**config.mk**
```make
export PLATFORM = sky130hd
export DESIGN_NAME = st_mem_mux
export DESIGN_NICKNAME = d
export VERILOG_FILES = /design/src/rtl/st_mem_pkg.sv /design/src/rtl/st_req_capture.sv /design/src/rtl/st_addr_window.sv /design/src/rtl/st_req_fifo.sv /design/src/rtl/st_wb_master.sv /design/src/rtl/st_mem_mux.sv
export SDC_FILE = /design/constraint.sdc
export NUM_CORES = 1
export LEC_CHECK = 0
export BUFFER_PORTS_ARGS = -buffer_cell sky130_fd_sc_hd__buf_2
export CAP_MARGIN = 20
export CORE_AREA = 2 2 216 218
export CTS_CLUSTER_SIZE = 24
export DETAILED_ROUTE_END_ITERATION = 8
export DIE_AREA = 0 0 218 220
export GPL_TIMING_DRIVEN = 0
export SLEW_MARGIN = 20
export SYNTH_ARGS = -nofsm -noshare
export SYNTH_HDL_FRONTEND = slang
export SYNTH_SLANG_ARGS = --single-unit
```
**constraint.sdc**
```tcl
create_clock -name clk_32 -period 4 [get_ports clk_32]
set_clock_uncertainty 0.2 [all_clocks]
set_input_delay 0.8 -clock clk_32 [delete_from_list [all_inputs] [get_ports clk_32]]
set_output_delay 0.8 -clock clk_32 [all_outputs]
set_load 0.05 [all_outputs]
```
**src/rtl/st_mem_pkg.sv**
```systemverilog
package st_mem_pkg;

	// word address covers byte address bits 23 to 1
	localparam int ADDR_W = 23;
	localparam int DATA_W = 16;

	// ram size select, codes 6 and 7 leave the machine without ram
	typedef enum logic [2:0] {
		MEM_512K = 3'd0,
		MEM_1M   = 3'd1,
		MEM_2M   = 3'd2,
		MEM_4M   = 3'd3,
		MEM_8M   = 3'd4,
		MEM_14M  = 3'd5
	} mem_size_e;

	// origin of a candidate request
	typedef enum logic [1:0] {
		SRC_DL  = 2'd0,
		SRC_RAM = 2'd1,
		SRC_ROM = 2'd2
	} req_src_e;

	// one queued memory access
	typedef struct packed {
		logic [ADDR_W:1]   addr;
		logic [DATA_W-1:0] data;
		logic              we;
		logic              uds;
		logic              lds;
		logic              rom;
	} mem_req_t;

	// rom window bases as word addresses (E00000 and FC0000)
	localparam logic [ADDR_W:1] ROM_BASE_STD  = 23'h70_0000;
	localparam logic [ADDR_W:1] ROM_BASE_192K = 23'h7E_0000;

	// bus slot where the cpu pre-cycle happens
	localparam logic [1:0] SLOT_PRECYCLE = 2'd0;

endpackage

```
**src/rtl/st_req_capture.sv**
```systemverilog
`timescale 1ns/1ps

module st_req_capture (
	input  logic                              clk_32,
	input  logic                              xsint,
	input  logic                              ras_n_i,
	input  logic                              ref_i,
	input  logic                              we_n_i,
	input  logic                              uds_i,
	input  logic                              lds_i,
	input  logic [st_mem_pkg::ADDR_W:1]       ram_a_i,
	input  logic [st_mem_pkg::DATA_W-1:0]     ram_din_i,
	input  logic                              rom_n_i,
	input  logic [st_mem_pkg::ADDR_W:1]       mbus_a_i,
	input  logic                              data_download_i,
	input  logic [st_mem_pkg::ADDR_W:1]       data_addr_i,
	input  logic [st_mem_pkg::DATA_W-1:0]     data_in_reg_i,
	input  logic                              data_in_strobe_i,
	output logic                              cand_valid_o,
	output st_mem_pkg::req_src_e              cand_src_o,
	output logic [st_mem_pkg::ADDR_W:1]       cand_addr_o,
	output logic [st_mem_pkg::DATA_W-1:0]     cand_data_o,
	output logic                              cand_we_o,
	output logic [1:0]                        cand_sel_o
);

	logic [1:0]                    div_cnt;
	logic                          clk8_en;
	logic [1:0]                    slot;
	logic                          precycle_en;
	logic                          strobe_d;
	logic                          ras_n_d;
	logic                          rom_n_d;
	logic                          dl_hit;
	logic                          ram_fall;
	logic                          rom_fall;
	logic                          ram_pend_v;
	logic [st_mem_pkg::ADDR_W:1]   ram_pend_addr;
	logic [st_mem_pkg::DATA_W-1:0] ram_pend_data;
	logic                          ram_pend_we;
	logic [1:0]                    ram_pend_sel;
	logic                          rom_pend_v;
	logic [st_mem_pkg::ADDR_W:1]   rom_pend_addr;
	logic                          grant_dl;
	logic                          grant_ram;
	logic                          grant_rom;

	// 32 MHz divided by four gives the 8 MHz bus enable
	assign clk8_en     = (div_cnt == 2'd3);
	assign precycle_en = clk8_en && (slot == st_mem_pkg::SLOT_PRECYCLE);

	// a strobe toggle counts as one downloaded word
	assign dl_hit   = precycle_en && data_download_i && (data_in_strobe_i ^ strobe_d);
	assign ram_fall = ras_n_d && !ras_n_i && !ref_i;
	assign rom_fall = rom_n_d && !rom_n_i;

	// download wins, then chipset, then rom
	assign grant_dl  = dl_hit;
	assign grant_ram = !dl_hit && (ram_fall || ram_pend_v);
	assign grant_rom = !dl_hit && !(ram_fall || ram_pend_v) && (rom_fall || rom_pend_v);

	always_ff @(posedge clk_32 or negedge xsint) begin
		if (!xsint) begin
			div_cnt      <= 2'd0;
			slot         <= st_mem_pkg::SLOT_PRECYCLE;
			strobe_d     <= 1'b0;
			ras_n_d      <= 1'b1;
			rom_n_d      <= 1'b1;
			ram_pend_v   <= 1'b0;
			rom_pend_v   <= 1'b0;
			cand_valid_o <= 1'b0;
		end else begin
			div_cnt <= div_cnt + 2'd1;
			if (clk8_en)
				slot <= slot + 2'd1;
			if (precycle_en)
				strobe_d <= data_in_strobe_i;
			ras_n_d <= ras_n_i;
			rom_n_d <= rom_n_i;
			// an event that is not taken waits in its pending slot
			if (ram_pend_v)
				ram_pend_v <= grant_ram ? ram_fall : 1'b1;
			else
				ram_pend_v <= ram_fall && !grant_ram;
			if (rom_pend_v)
				rom_pend_v <= grant_rom ? rom_fall : 1'b1;
			else
				rom_pend_v <= rom_fall && !grant_rom;
			cand_valid_o <= grant_dl || grant_ram || grant_rom;
		end
	end

	always_ff @(posedge clk_32) begin
		if (ram_fall && (!ram_pend_v || grant_ram)) begin
			ram_pend_addr <= ram_a_i;
			ram_pend_data <= ram_din_i;
			ram_pend_we   <= !we_n_i;
			ram_pend_sel  <= {uds_i, lds_i};
		end
		if (rom_fall && (!rom_pend_v || grant_rom))
			rom_pend_addr <= mbus_a_i;

		if (grant_dl) begin
			cand_src_o  <= st_mem_pkg::SRC_DL;
			cand_addr_o <= data_addr_i;
			cand_data_o <= data_in_reg_i;
			cand_we_o   <= 1'b1;
			cand_sel_o  <= 2'b11;
		end else if (grant_ram) begin
			// the oldest chipset event goes first
			cand_src_o  <= st_mem_pkg::SRC_RAM;
			cand_addr_o <= ram_pend_v ? ram_pend_addr : ram_a_i;
			cand_data_o <= ram_pend_v ? ram_pend_data : ram_din_i;
			cand_we_o   <= ram_pend_v ? ram_pend_we : !we_n_i;
			cand_sel_o  <= ram_pend_v ? ram_pend_sel : {uds_i, lds_i};
		end else if (grant_rom) begin
			cand_src_o  <= st_mem_pkg::SRC_ROM;
			cand_addr_o <= rom_pend_v ? rom_pend_addr : mbus_a_i;
			cand_data_o <= '0;
			cand_we_o   <= 1'b0;
			cand_sel_o  <= 2'b11;
		end
	end

endmodule

```
**src/rtl/st_addr_window.sv**
```systemverilog
`timescale 1ns/1ps

module st_addr_window (
	input  logic                          clk_32,
	input  logic                          xsint,
	input  logic                          cand_valid_i,
	input  st_mem_pkg::req_src_e          cand_src_i,
	input  logic [st_mem_pkg::ADDR_W:1]   cand_addr_i,
	input  logic [st_mem_pkg::DATA_W-1:0] cand_data_i,
	input  logic                          cand_we_i,
	input  logic [1:0]                    cand_sel_i,
	input  st_mem_pkg::mem_size_e         mem_size_i,
	input  logic                          data_download_i,
	input  logic [st_mem_pkg::ADDR_W:1]   data_addr_i,
	output logic                          push_o,
	output st_mem_pkg::mem_req_t          push_req_o
);

	logic                        tos192k;
	logic                        ram_en;
	logic                        accept;
	logic [st_mem_pkg::ADDR_W:1] rom_base;
	st_mem_pkg::mem_req_t        next_req;

	// ram top per size setting, 14M stops below the rom area at E00000
	always_comb begin
		case (mem_size_i)
			st_mem_pkg::MEM_512K: ram_en = (cand_addr_i[23:19] == 5'b00000);
			st_mem_pkg::MEM_1M:   ram_en = (cand_addr_i[23:20] == 4'b0000);
			st_mem_pkg::MEM_2M:   ram_en = (cand_addr_i[23:21] == 3'b000);
			st_mem_pkg::MEM_4M:   ram_en = (cand_addr_i[23:22] == 2'b00);
			st_mem_pkg::MEM_8M:   ram_en = !cand_addr_i[23];
			st_mem_pkg::MEM_14M:  ram_en = !(&cand_addr_i[23:21]);
			default:              ram_en = 1'b0;
		endcase
	end

	assign rom_base = tos192k ? st_mem_pkg::ROM_BASE_192K : st_mem_pkg::ROM_BASE_STD;

	always_comb begin
		next_req      = '0;
		next_req.addr = cand_addr_i;
		next_req.data = cand_data_i;
		accept        = 1'b0;
		case (cand_src_i)
			st_mem_pkg::SRC_DL: begin
				// downloads skip the window and write whole words
				accept       = 1'b1;
				next_req.we  = 1'b1;
				next_req.uds = 1'b1;
				next_req.lds = 1'b1;
			end
			st_mem_pkg::SRC_RAM: begin
				accept                    = ram_en;
				next_req.we               = cand_we_i;
				{next_req.uds, next_req.lds} = cand_sel_i;
			end
			st_mem_pkg::SRC_ROM: begin
				accept        = 1'b1;
				next_req.addr = {rom_base[23:18], cand_addr_i[17:1]};
				next_req.uds  = 1'b1;
				next_req.lds  = 1'b1;
				next_req.rom  = 1'b1;
			end
			default: accept = 1'b0;
		endcase
	end

	always_ff @(posedge clk_32 or negedge xsint) begin
		if (!xsint) begin
			push_o  <= 1'b0;
			tos192k <= 1'b0;
		end else begin
			push_o <= cand_valid_i && accept;
			// 192K tos lives at FC0000, a normal one at E00000
			if (data_download_i) begin
				if (data_addr_i[23:18] == 6'b111111)
					tos192k <= 1'b1;
				else if (data_addr_i[23:20] == 4'hE)
					tos192k <= 1'b0;
			end
		end
	end

	always_ff @(posedge clk_32) begin
		if (cand_valid_i)
			push_req_o <= next_req;
	end

endmodule

```
**src/rtl/st_req_fifo.sv**
```systemverilog
`timescale 1ns/1ps

module st_req_fifo #(
	parameter int FIFO_DEPTH = 4
) (
	input  logic                 clk_32,
	input  logic                 xsint,
	input  logic                 push_i,
	input  st_mem_pkg::mem_req_t push_req_i,
	input  logic                 pop_i,
	output st_mem_pkg::mem_req_t head_o,
	output logic                 not_empty_o,
	output logic                 overrun_o
);

	localparam int PTR_W = $clog2(FIFO_DEPTH);
	localparam int CNT_W = $clog2(FIFO_DEPTH + 1);

	st_mem_pkg::mem_req_t mem [FIFO_DEPTH];
	logic [PTR_W-1:0]     wr_ptr;
	logic [PTR_W-1:0]     rd_ptr;
	logic [CNT_W-1:0]     count;
	logic                 full;
	logic                 do_push;
	logic                 do_pop;

	assign full        = (count == CNT_W'(FIFO_DEPTH));
	assign not_empty_o = (count != '0);
	assign do_push     = push_i && !full;
	assign do_pop      = pop_i && not_empty_o;
	assign head_o      = mem[rd_ptr];

	always_ff @(posedge clk_32 or negedge xsint) begin
		if (!xsint) begin
			wr_ptr    <= '0;
			rd_ptr    <= '0;
			count     <= '0;
			overrun_o <= 1'b0;
		end else begin
			// pointers wrap at the depth, which need not be a power of two
			if (do_push)
				wr_ptr <= (wr_ptr == PTR_W'(FIFO_DEPTH - 1)) ? '0 : wr_ptr + 1'b1;
			if (do_pop)
				rd_ptr <= (rd_ptr == PTR_W'(FIFO_DEPTH - 1)) ? '0 : rd_ptr + 1'b1;
			if (do_push && !do_pop)
				count <= count + 1'b1;
			else if (do_pop && !do_push)
				count <= count - 1'b1;
			// sticky until reset
			if (push_i && full)
				overrun_o <= 1'b1;
		end
	end

	always_ff @(posedge clk_32) begin
		if (do_push)
			mem[wr_ptr] <= push_req_i;
	end

endmodule

```
**src/rtl/st_wb_master.sv**
```systemverilog
`timescale 1ns/1ps

module st_wb_master (
	input  logic                          clk_32,
	input  logic                          xsint,
	input  st_mem_pkg::mem_req_t          head_i,
	input  logic                          not_empty_i,
	input  logic                          ack_i,
	input  logic [st_mem_pkg::DATA_W-1:0] dat_i,
	output logic                          pop_o,
	output logic                          cyc_o,
	output logic                          stb_o,
	output logic                          we_o,
	output logic [st_mem_pkg::ADDR_W:1]   adr_o,
	output logic [1:0]                    sel_o,
	output logic [st_mem_pkg::DATA_W-1:0] dat_o,
	output logic [st_mem_pkg::DATA_W-1:0] ram_rdata_o,
	output logic                          ram_rvalid_o,
	output logic [st_mem_pkg::DATA_W-1:0] rom_rdata_o,
	output logic                          rom_rvalid_o
);

	typedef enum logic {
		ST_IDLE = 1'b0,
		ST_BUSY = 1'b1
	} state_e;

	state_e state;
	logic   rom_q;
	logic   rd_done;

	// take the head as soon as the bus is free
	assign pop_o   = (state == ST_IDLE) && not_empty_i;
	assign cyc_o   = (state == ST_BUSY);
	assign stb_o   = (state == ST_BUSY);
	assign rd_done = (state == ST_BUSY) && ack_i && !we_o;

	always_ff @(posedge clk_32 or negedge xsint) begin
		if (!xsint) begin
			state        <= ST_IDLE;
			we_o         <= 1'b0;
			ram_rvalid_o <= 1'b0;
			rom_rvalid_o <= 1'b0;
		end else begin
			ram_rvalid_o <= rd_done && !rom_q;
			rom_rvalid_o <= rd_done && rom_q;
			case (state)
				ST_IDLE: begin
					if (not_empty_i) begin
						state <= ST_BUSY;
						we_o  <= head_i.we;
					end
				end
				ST_BUSY: begin
					if (ack_i) begin
						state <= ST_IDLE;
						we_o  <= 1'b0;
					end
				end
				default: state <= ST_IDLE;
			endcase
		end
	end

	// address, data and lanes stay put for the whole cycle
	always_ff @(posedge clk_32) begin
		if (pop_o) begin
			adr_o <= head_i.addr;
			dat_o <= head_i.data;
			sel_o <= {head_i.uds, head_i.lds};
			rom_q <= head_i.rom;
		end
		if (rd_done && !rom_q)
			ram_rdata_o <= dat_i;
		if (rd_done && rom_q)
			rom_rdata_o <= dat_i;
	end

endmodule

```
**src/rtl/st_mem_mux.sv**
```systemverilog
`timescale 1ns/1ps

module st_mem_mux #(
	parameter int FIFO_DEPTH = 4
) (
	input  logic                          clk_32,
	input  logic                          xsint,
	input  logic                          ras_n_i,
	input  logic                          ref_i,
	input  logic                          we_n_i,
	input  logic                          uds_i,
	input  logic                          lds_i,
	input  logic [st_mem_pkg::ADDR_W:1]   ram_a_i,
	input  logic [st_mem_pkg::DATA_W-1:0] ram_din_i,
	input  logic                          rom_n_i,
	input  logic [st_mem_pkg::ADDR_W:1]   mbus_a_i,
	input  logic                          data_download_i,
	input  logic [st_mem_pkg::ADDR_W:1]   data_addr_i,
	input  logic [st_mem_pkg::DATA_W-1:0] data_in_reg_i,
	input  logic                          data_in_strobe_i,
	input  st_mem_pkg::mem_size_e         mem_size_i,
	input  logic                          wb_ack_i,
	input  logic [st_mem_pkg::DATA_W-1:0] wb_dat_i,
	output logic                          wb_cyc_o,
	output logic                          wb_stb_o,
	output logic                          wb_we_o,
	output logic [st_mem_pkg::ADDR_W:1]   wb_adr_o,
	output logic [1:0]                    wb_sel_o,
	output logic [st_mem_pkg::DATA_W-1:0] wb_dat_o,
	output logic [st_mem_pkg::DATA_W-1:0] ram_rdata_o,
	output logic                          ram_rvalid_o,
	output logic [st_mem_pkg::DATA_W-1:0] rom_rdata_o,
	output logic                          rom_rvalid_o,
	output logic                          overrun_o
);

	logic                          cand_valid;
	st_mem_pkg::req_src_e          cand_src;
	logic [st_mem_pkg::ADDR_W:1]   cand_addr;
	logic [st_mem_pkg::DATA_W-1:0] cand_data;
	logic                          cand_we;
	logic [1:0]                    cand_sel;
	logic                          push;
	st_mem_pkg::mem_req_t          push_req;
	st_mem_pkg::mem_req_t          head;
	logic                          not_empty;
	logic                          pop;

	st_req_capture u_capture (
		.clk_32, .xsint, .ras_n_i, .ref_i, .we_n_i, .uds_i, .lds_i, .ram_a_i, .ram_din_i,
		.rom_n_i, .mbus_a_i, .data_download_i, .data_addr_i, .data_in_reg_i, .data_in_strobe_i,
		.cand_valid_o (cand_valid),
		.cand_src_o   (cand_src),
		.cand_addr_o  (cand_addr),
		.cand_data_o  (cand_data),
		.cand_we_o    (cand_we),
		.cand_sel_o   (cand_sel)
	);

	st_addr_window u_window (
		.clk_32, .xsint, .mem_size_i, .data_download_i, .data_addr_i,
		.cand_valid_i (cand_valid),
		.cand_src_i   (cand_src),
		.cand_addr_i  (cand_addr),
		.cand_data_i  (cand_data),
		.cand_we_i    (cand_we),
		.cand_sel_i   (cand_sel),
		.push_o       (push),
		.push_req_o   (push_req)
	);

	st_req_fifo #(.FIFO_DEPTH(FIFO_DEPTH)) u_fifo (
		.clk_32, .xsint, .overrun_o,
		.push_i      (push),
		.push_req_i  (push_req),
		.pop_i       (pop),
		.head_o      (head),
		.not_empty_o (not_empty)
	);

	st_wb_master u_master (
		.clk_32, .xsint, .ram_rdata_o, .ram_rvalid_o, .rom_rdata_o, .rom_rvalid_o,
		.head_i      (head),
		.not_empty_i (not_empty),
		.ack_i       (wb_ack_i),
		.dat_i       (wb_dat_i),
		.pop_o       (pop),
		.cyc_o       (wb_cyc_o),
		.stb_o       (wb_stb_o),
		.we_o        (wb_we_o),
		.adr_o       (wb_adr_o),
		.sel_o       (wb_sel_o),
		.dat_o       (wb_dat_o)
	);

endmodule

```
==> results of run 1 <==
## cell families after synthesis
logic type / after synthesis
muxes: 49
xor gates and xnor gates: 5
buffers and inverters: 54
adders and majority gates: 10
and+or+nand+nor: 158
AOI/OAI and AO/OA: 113
DFF: 422
## power groups by stage
stage | registers, mW | logic (mW) | clock network (mW)
floorplan | 6.81 | 1.09 | 0
global route | 5.96 | 2.93 | 4.24
detailed placement | 6.00 | 2.80 | 0
global placement | 6.00 | 2.69 | 0
finish | 5.90 | 2.73 | 3.94
CTS | 5.91 | 2.80 | 4.05
## final cells by class
| cell class | count | area share [%] |
|---|---|---|
| Sequential cell | 422 | 65.0 |
| Multi-Input combinational cell | 335 | 16.0 |
| Timing Repair Buffer | 216 | 6.23 |
| Clock buffer | 56 | 6.33 |
| Inverter | 13 | 0.254 |
| Clock inverter | 26 | 0.943 |
| Buffer | 41 | 1.29 |
| Antenna cell | 2 | 0.0260 |
| Tap cell | 607 | 3.95 |
## placed cells by master, fill, tap and decap left out, types with 3 or more instances in the layout
cell / synthesis / final
clkinv_1: 0 / 11
clkbuf_16: 0 / 46
o31ai_2: 18 / 18
and2_4: 0 / 4
o21ai_0: 6 / 6
xor2_1: 4 / 4
nand2b_1: 7 / 7
buf_12: 2 / 3
a211oi_1: 30 / 30
nor2b_1: 51 / 51
a211oi_2: 18 / 18
buf_6: 1 / 3
a21oi_1: 9 / 7
clkbuf_1: 13 / 20
nor2_1: 43 / 42
mux4_2: 43 / 43
clkinv_2: 0 / 8
buf_4: 6 / 6
mux2_2: 4 / 4
nand2_1: 39 / 39
dfrtp_1: 22 / 21
edfxtp_1: 393 / 393
clkbuf_8: 0 / 3
nor3_1: 4 / 3
buf_16: 0 / 4
a221oi_1: 16 / 16
buf_2: 15 / 224
ha_1: 8 / 8
o31ai_1: 5 / 5
dfxtp_1: 5 / 5
inv_1: 13 / 13
## worst paths after layout
path | startpoint | to | slack (ps) | depth (start not counted)
hold reg to reg | u_capture.cand_data_o[3] | u_window.push_req_o[7] | 210 | 0
max in group asynchronous | xsint | u_capture.cand_valid_o | 3090 | 1
min in group clk_32 | ras_n_i | u_capture.ras_n_d | 150 | 1
setup reg to reg | u_capture.slot[0] | u_capture.cand_data_o[2] | 910 | 5
hold / removal | xsint | u_master.ram_rvalid_o | 50 | 1
setup / recovery | u_capture.slot[0] | u_capture.cand_data_o[2] | 910 | 5
## per-layer routing
layer  vias up  global-route usage (%)
li1       3753                       -
met1      4053                    19.0
met2       198                    22.2
met3        51                    2.90
met4         0                    5.06
met5         -                       0
## metrics by stage
stage / setup WS [ps] / cells / TNS, ps / utilization, % / power (mW)
final: 914 / 1718 / 0 / 42.0 / 12.6
after global routing: 675 / 1717 / 0 / 42.0 / 13.1
after CTS: 836 / 1716 / 0 / 42.0 / 12.8
after detailed placement: 434 / 1634 / 0 / 38.9 / 8.80
after global placement: -900 / 1627 / -62660 / 38.4 / 8.69
after floorplan: 673 / 811 / 0 / - / 7.90
## sequential cells by signal, summed over array words and instances, names as in the netlist, 16 cells and up
signal	count
u_capture.ram_pend_addr	23
u_capture.cand_data_o	16
u_window.push_req_o	43
u_capture.rom_pend_addr	23
u_master.adr_o	23
u_capture.cand_addr_o	23
u_fifo.mem	172
u_capture.ram_pend_data	16
u_master.dat_o	16
u_master.ram_rdata_o	16
u_master.rom_rdata_o	16
==> out/qor.yml, run 1 <==
synth-main-ff-cell: "edfxtp_1"
htree_num_levels: 2
fmax_mhz: 324
yosys-top-cells-count: "edfxtp_1, nor2b_1, mux4_2, nor2_1, nand2_1"
seq_area_sq_um: 12500
finalNetCount: 1215
synth_compound_gate_area_share_pct: 6.41
synth_most_common_cell: "edfxtp_1"
postSynthCellCount: 811
insertion_delay_ps: 580
drtPass1Iterations: 5
dpl.hpwl_mm: 22.3
port_buffers: 209
route.detailed.wl_per_inst_um: 19.5
p_leak_nw: 6.77
die_y_um: 220
via_per_inst: 4.69
p_int_mw: 8.77
clkPwrFrac_pct: 31.4
synthAdderAreaFrac_pct: 0.823
path_cells: "inv_1 > ha_1 > nand4_1 > clkbuf_1 > nand3_4"
grt_pass1_vias: 8226
cts_root_buf: "clkbuf_16"
worst-path-max-fanout: 39
maxSlewHeadroom_pct: 47.8
antenna_found_initial: 2
clockBufferDepth: 3
cts_tree: "built"
boundaryPins: 210
slew_viol_final: 0
fin_area_sq_um: 19200
path_class: "reg2reg"
vias: 8055
synth_cell_types: 51
avgSynthCellArea_sq_um: 19.5
wirelength_mm: 33.5
cts_sinks: 422
crit_buf_inv: 2
setup_viol: 0
ys_seq_elements: 422
switchingPower_mw: 3.80
finalHoldViolations: 0
yosysWarnings: 0
die_w_um: 218
start_util_pct: 34.5
routabilityCongestion: 0.753
drcViolationCount: 0
cts_post_setup_buffers_inserted: 0
synthXorXnorAreaFrac_pct: 0.277
die-area_sq_um: 48000
areaGrowthSynthToFinish_pct: 21.7
slowest_stage: "nand3_4"
synth_top_family_by_area: "multiplexers"
synthMuxAreaShare_pct: 6.53
syn_area_sq_um: 15800
met3_length_mm: 1.88
synth_top_cell_area_share_pct: 74.6
drt-met1-wl_mm: 14.9
synthSimpleGateAreaFrac_pct: 5.03
placed_cell_area_sq_um: 17800
top_layer_used: "met4"
cp.arrival_ps: 2970
grt_overflow: 0
drive_above_1_share_pct: 36.6
ys_top_cells_by_area: "edfxtp_1, mux4_2, dfrtp_1"
min_period_over_period_pct: 77.1
rsz0062_at_grt: "no"
worst_setup_path_start_kind: "flop"
critPathCaptureType: "flop"
core_sq_um: 45900
ys_seq_area_share_pct: 79.1
slowest_delay_ps: 710
yosysTopAreaCell: "edfxtp_1"
hold_buffers: 0
ctsResizeCount: 0
synthesis.nets: 951
holdWs_ps: 46.8
ys_async_sr_fraction_pct: 5.69
ant_nets: 0
grt_max_degree: 45
seq_power_share_pct: 46.9
multi_input_area_sq_um: 3080
drtIter0Drc: 479
power_density_nw_per_um2: 653
numCtsBuffers: 46
grt_pass1_wl_mm: 49.9
post-route-min-period_ps: 3090
grt_use_total_pct: 14.0
synth_edf_count: 393
cp_top_family: "simple AND/OR/NAND/NOR gates"
hold_class: "in2async"
status: "finished clean"
worstPathRequired_ps: 3890
tightest_slew_ps: 782
placementRows: 79
p_sw_share_pct: 30.2
clkTransAtPathRegs_ps: 60
power_frac_comb_pct: 21.7
nFillCells: 4108
max-cap-violations: 0
dr_wl_met2_mm: 16.0
peakVddDrop_v: 0.000294
Note: power is estimated with default switching activity, not from simulation.
==> run 2: changes to the inputs <==
==> constraint.sdc (replaced) <==
create_clock -name clk_32 -period 3 [get_ports clk_32]
set_clock_uncertainty 0.2 [all_clocks]
set_input_delay 0.6 -clock clk_32 [delete_from_list [all_inputs] [get_ports clk_32]]
set_output_delay 0.6 -clock clk_32 [all_outputs]
set_load 0.05 [all_outputs]
==> run 2 against run 1 <==
Effect of this change:
- power grew 34%
- largest cell class unchanged
- die area stayed put
- via count rose by 3.8%
- worst setup slack got worse by 480 ps
- critical path type unchanged
- first-iteration DRC count up 32%
- non-clock buffer count is 68 higher
- design area grew 3.6%
- register-to-register slack lost 480 ps
- largest power group unchanged
- sequential power up 33%
- global-route usage grew 0.28 points
==> out/qor.yml, run 2 (synthesis gave the netlist of run 1 again) <==
cp.arrival_ps: 2580
antenna_found_initial: 0
wirelength_mm: 34.2
path_class: "reg2reg"
grt_pass1_vias: 8520
routabilityCongestion: 0.769
p_int_mw: 11.8
drtPass1Iterations: 4
clkTransAtPathRegs_ps: 60
worst-path-max-fanout: 20
path_cells: "inv_1 > ha_1 > nand4_1 > clkbuf_2 > nand3_4"
grt_overflow: 0
finalNetCount: 1283
setup_slack_ps: 437
layout_commonest_cell: "edfxtp_1"
worstRegToRegCells: 5
insertion_delay_ps: 570
die_y_um: 220
largest_reg_flops: 172
place_inst: 1636
placed_cell_area_sq_um: 17900
die_w_um: 218
diodes: 0
ant_nets: 0
tightest_slew_ps: 809
rsz0062_at_grt: "no"
worst_setup_path_start_kind: "flop"
worstPathRequired_ps: 3020
cts_post_setup_buffers_inserted: 0
slowest_delay_ps: 520
critPathCaptureType: "flop"
reg_top3: "u_fifo.mem x172, u_window.push_req_o x43"
min_period_over_period_pct: 85.4
peakVddDrop_v: 0.000444
core_sq_um: 45900
seq_power_share_pct: 46.6
vias: 8362
cts_root_buf: "clkbuf_16"
cts_sinks: 422
slowest_stage: "nand4_1"
maxSlewHeadroom_pct: 45.8
route.detailed.wl_per_inst_um: 19.2
switchingPower_mw: 5.06
max-cap-violations: 0
start_util_pct: 34.5
cp_top_family: "simple AND/OR/NAND/NOR gates"
post-route-util_pct: 43.5
clockBufferDepth: 3
fin_total_pwr_mw: 16.8
largest_register: "u_fifo.mem"
fmax_mhz: 390
p_sw_share_pct: 30.1
port_buffers: 209
fin_area_sq_um: 19900
cts_tree: "built"
htree_num_levels: 2
via_per_inst: 4.70
placementRows: 79
slew_viol_final: 0
die-area_sq_um: 48000
holdWs_ps: 35.9
drive_above_1_share_pct: 34.9
crit_cells: 5
setup_viol: 0
areaGrowthSynthToFinish_pct: 26.1
numCtsBuffers: 45
drtIter0Drc: 634
post-route-min-period_ps: 2560
crit_buf_inv: 2
grt_pass1_wl_mm: 50.8
dpl.hpwl_mm: 23.0
setup-tns-final_ps: 0
stdcell_count: 1780
finalHoldViolations: 0
dpl_worst_slack_ps: -319
grt_max_degree: 44
p_leak_nw: 7.06
layout_common_cells: "edfxtp_1, buf_2, dlygate4sd3_1"
power_density_nw_per_um2: 844
worstHoldPathCells: 1
grt_use_total_pct: 14.2
clkPwrFrac_pct: 31.2
boundaryPins: 210
status: "finished clean"
hold_class: "in2reg"
drcViolationCount: 0
power_frac_comb_pct: 22.2
[run 2: routing by layer]
layer	vias to the layer above	wire, um	track usage, %
met5	-	0	0
met1	4192	14900	18.8
met3	51	1730	2.83
met2	227	16800	23.8
li1	3892	-	-
met4	0	761	4.20
[run 2: worst reg2reg max path: cells and delay by family (launching register included)]
family,cells,cell delay (ps)
adders and majority gates,1,180
buffers and inverters,2,540
DFF,1,390
and+or+nand+nor,2,910
[run 2: final timing paths]
check / start / slack (ps) / to
worst max-delay path: u_capture.slot[0] / 440 / u_capture.cand_data_o[9]
worst min-delay path: ram_din_i[8] / 40 / u_capture.ram_pend_data[8]
max in group asynchronous: xsint / 1690 / u_capture.cand_valid_o
worst min register to register: u_capture.cand_data_o[2] / 220 / u_window.push_req_o[6]
worst max register to register: u_capture.slot[0] / 440 / u_capture.cand_data_o[9]
min in group asynchronous: xsint / 410 / u_master.rom_rvalid_o
[run 2: repair_timing]
action / in CTS / in global routing
hold endpoints to repair: 103 / 1
setup endpoints to repair: 39 / 20
pin swaps: 1 / 0
gates resized for setup: 1 / 3
hold buffers: 65 / 1
cloned: 1 / 0
[run 2: layout make-up]
type	instances	area [sq um]
well taps	607	759
fillers	4093	25900
multi-input cells	336	3100
clock inverters	20	193
plain buffers	41	249
clock buffers	57	1190
inverters	13	48.8
flip-flops and latches	422	12500
repair buffers	284	1900
[run 2: power groups by stage]
stage                     Sequential (mW)  Clock, mW  Combinational, mW
after floorplan                      9.08          0               1.46
after global placement               7.99          0               3.60
after detailed placement             7.98          0               3.77
after CTS                            7.86       5.40               3.84
after global routing                 7.92       5.65               4.01
final                                7.84       5.26               3.74
==> run 3: changes to the inputs <==
--- a/config.mk
+++ b/config.mk
@@ -7,10 +7,10 @@
 export LEC_CHECK = 0
 export BUFFER_PORTS_ARGS = -buffer_cell sky130_fd_sc_hd__buf_2
 export CAP_MARGIN = 20
-export CORE_AREA = 2 2 216 218
+export CORE_AREA = 2 2 191 193
 export CTS_CLUSTER_SIZE = 24
 export DETAILED_ROUTE_END_ITERATION = 8
-export DIE_AREA = 0 0 218 220
+export DIE_AREA = 0 0 193 195
 export GPL_TIMING_DRIVEN = 0
 export SLEW_MARGIN = 20
 export SYNTH_ARGS = -nofsm -noshare
==> run 3 against run 2 <==
Effect of this change:
- sequential power is essentially flat
- via count shrank 4.0%
- sequential share of layout area grew 2.8 points
- hold slack gained 3.9 ps
- flip-flop and latch count is the same
- count of clock-buffer cells in the layout grew 4
- first-iteration DRC count shrank 23%
- worst setup slack lost 250 ps
- combinational power shrank 3%
- maximum frequency shrank 8.9%
- non-clock buffer count shrank 63
- die area shrank 22%
- highest routed layer unchanged
==> out/qor.yml, run 3 (synthesis gave the netlist of run 1 again) <==
port_buffers: 209
fmax_mhz: 355
placementRows: 69
finalHoldViolations: 0
die_w_um: 193
post-route-min-period_ps: 2810
largest_reg_flops: 172
hold_class: "in2reg"
cts_sinks: 422
grt_max_degree: 44
peakVddDrop_v: 0.000575
power_density_nw_per_um2: 869
die_y_um: 195
drtIter0Drc: 490
hp-start: "ram_a_i[15]"
largest_register: "u_fifo.mem"
slowest_delay_ps: 670
holdWs_ps: 39.8
top_usage_layer: "met2"
max-cap-violations: 0
start_util_pct: 44.7
cts_root_buf: "clkbuf_16"
grt_pass1_vias: 8256
numCtsBuffers: 44
r2r_slack_ps: 190
worstRegToRegCells: 4
boundaryPins: 210
worstHoldEndpoint: "u_capture.ram_pend_addr[15]"
status: "finished clean"
die-area_sq_um: 37600
insertion_delay_ps: 540
cts_tree: "built"
tightest_slew_ps: 812
post-route-util_pct: 53.9
rsz0062_at_grt: "no"
worstHoldPathCells: 1
finalNetCount: 1219
grt_use_total_pct: 17.4
routabilityCongestion: 0.765
regToRegEndpoint: "u_capture.cand_data_o[12]"
reg2reg_from: "u_capture.div_cnt[0]"
path_cells: "ha_1 > nand4_1 > clkbuf_1 > nand3_4"
grt_pass1_wl_mm: 48.5
route.detailed.wl_per_inst_um: 20.3
reg_top3: "u_fifo.mem x172, u_window.push_req_o x43"
clkTransAtPathRegs_ps: 60
grt_use_met2_pct: 28.6
maxSlewHeadroom_pct: 45.9
slowest_stage: "clkbuf_1"
cp_top_family: "simple AND/OR/NAND/NOR gates"
drcViolationCount: 0
worst_setup_path_start_kind: "flop"
drive_above_1_share_pct: 36.2
antenna_found_initial: 0
p_leak_nw: 6.78
clockBufferDepth: 3
slew_viol_final: 0
via_per_inst: 5.10
htree_num_levels: 2
grtUsageMet1_pct: 24.1
ant_nets: 0
wirelength_mm: 31.9
path_class: "reg2reg"
layout_commonest_cell: "edfxtp_1"
setup_viol: 0
worstPathRequired_ps: 2950
critPathCaptureType: "flop"
vias: 8028
areaGrowthSynthToFinish_pct: 20.7
cp.arrival_ps: 2770
crit_buf_inv: 1
drtPass1Iterations: 5
cts_post_setup_buffers_inserted: 0
layout_common_cells: "edfxtp_1, buf_2, nor2b_1"
worst-path-max-fanout: 20
diodes: 0
core_sq_um: 35400
setup-tns-final_ps: 0
dpl.hpwl_mm: 21.2
grt_overflow: 0
grtUsageMet3_pct: 2.75
min_period_over_period_pct: 93.8
==> run 3: changes by cell type in the layout (fill, tap and decap cells not counted), sizes merged <==
cell         delta
clkinvlp        -2
dlygate4sd3    -63
clkinv          +4
inv             -2
clkbuf          +4
==> run 3: power breakdown <==
part           internal (mW)  switching [mW]
sequential              7.53           0.317
combinational           1.18            2.43
clock                   3.00            2.12
==> run 3: through the flow <==
| stage | setup WS, ps | area [sq um] | cells | power, mW |
|---|---|---|---|---|
| CTS | 122 | 19100 | 1575 | 16.8 |
| finish | 185 | 19100 | 1575 | 16.6 |
| detailed placement | -268 | 17700 | 1490 | 11.7 |
| global route | 9.93 | 19100 | 1575 | 17.3 |
| global placement | -1560 | 17500 | 1481 | 11.6 |
| floorplan | 65.2 | 15800 | 811 | 10.5 |
==> run 3: repair_timing <==
item                                    in CTS  in global routing
hold buffers                                 3                  0
endpoints found under the setup margin      39                  0
hold endpoints to repair                    24                  0
gates resized for setup                      1                  0
==> run 3: worst max path at each step <==
stage,startpoint,endpoint,slack (ps),cells past startpoint
6_report,u_capture.div_cnt[0],u_capture.cand_data_o[12],190,4
5_1_grt,u_capture.slot[0],u_capture.cand_data_o[12],10,5
4_1_cts,u_capture.div_cnt[0],u_capture.cand_data_o[12],120,4
3_5_place_dp,data_in_strobe_i,u_capture.cand_data_o[14],-270,5
3_3_place_gp,data_in_strobe_i,u_capture.cand_data_o[13],-1560,5
2_1_floorplan,data_in_strobe_i,u_capture.cand_addr_o[10],70,4
==> run 3: area by class of cell <==
class	count	area (sq um)
well taps	461	577
clock inverters	20	148
fillers	2872	16300
flip-flops and latches	422	12500
clock buffers	61	1220
plain buffers	41	248
multi-input cells	336	3100
repair buffers	221	1250
inverters	13	48.8
==> run 3: per-layer routing <==
metal | share of wire [%] | wire (um) | vias to the layer above
met5 | 0 | 0 | -
met1 | 43 | 13900 | 3995
met2 | 49 | 15700 | 231
met3 | 5.5 | 1770 | 43
li1 | - | - | 3759
met4 | 1.7 | 546 | 0
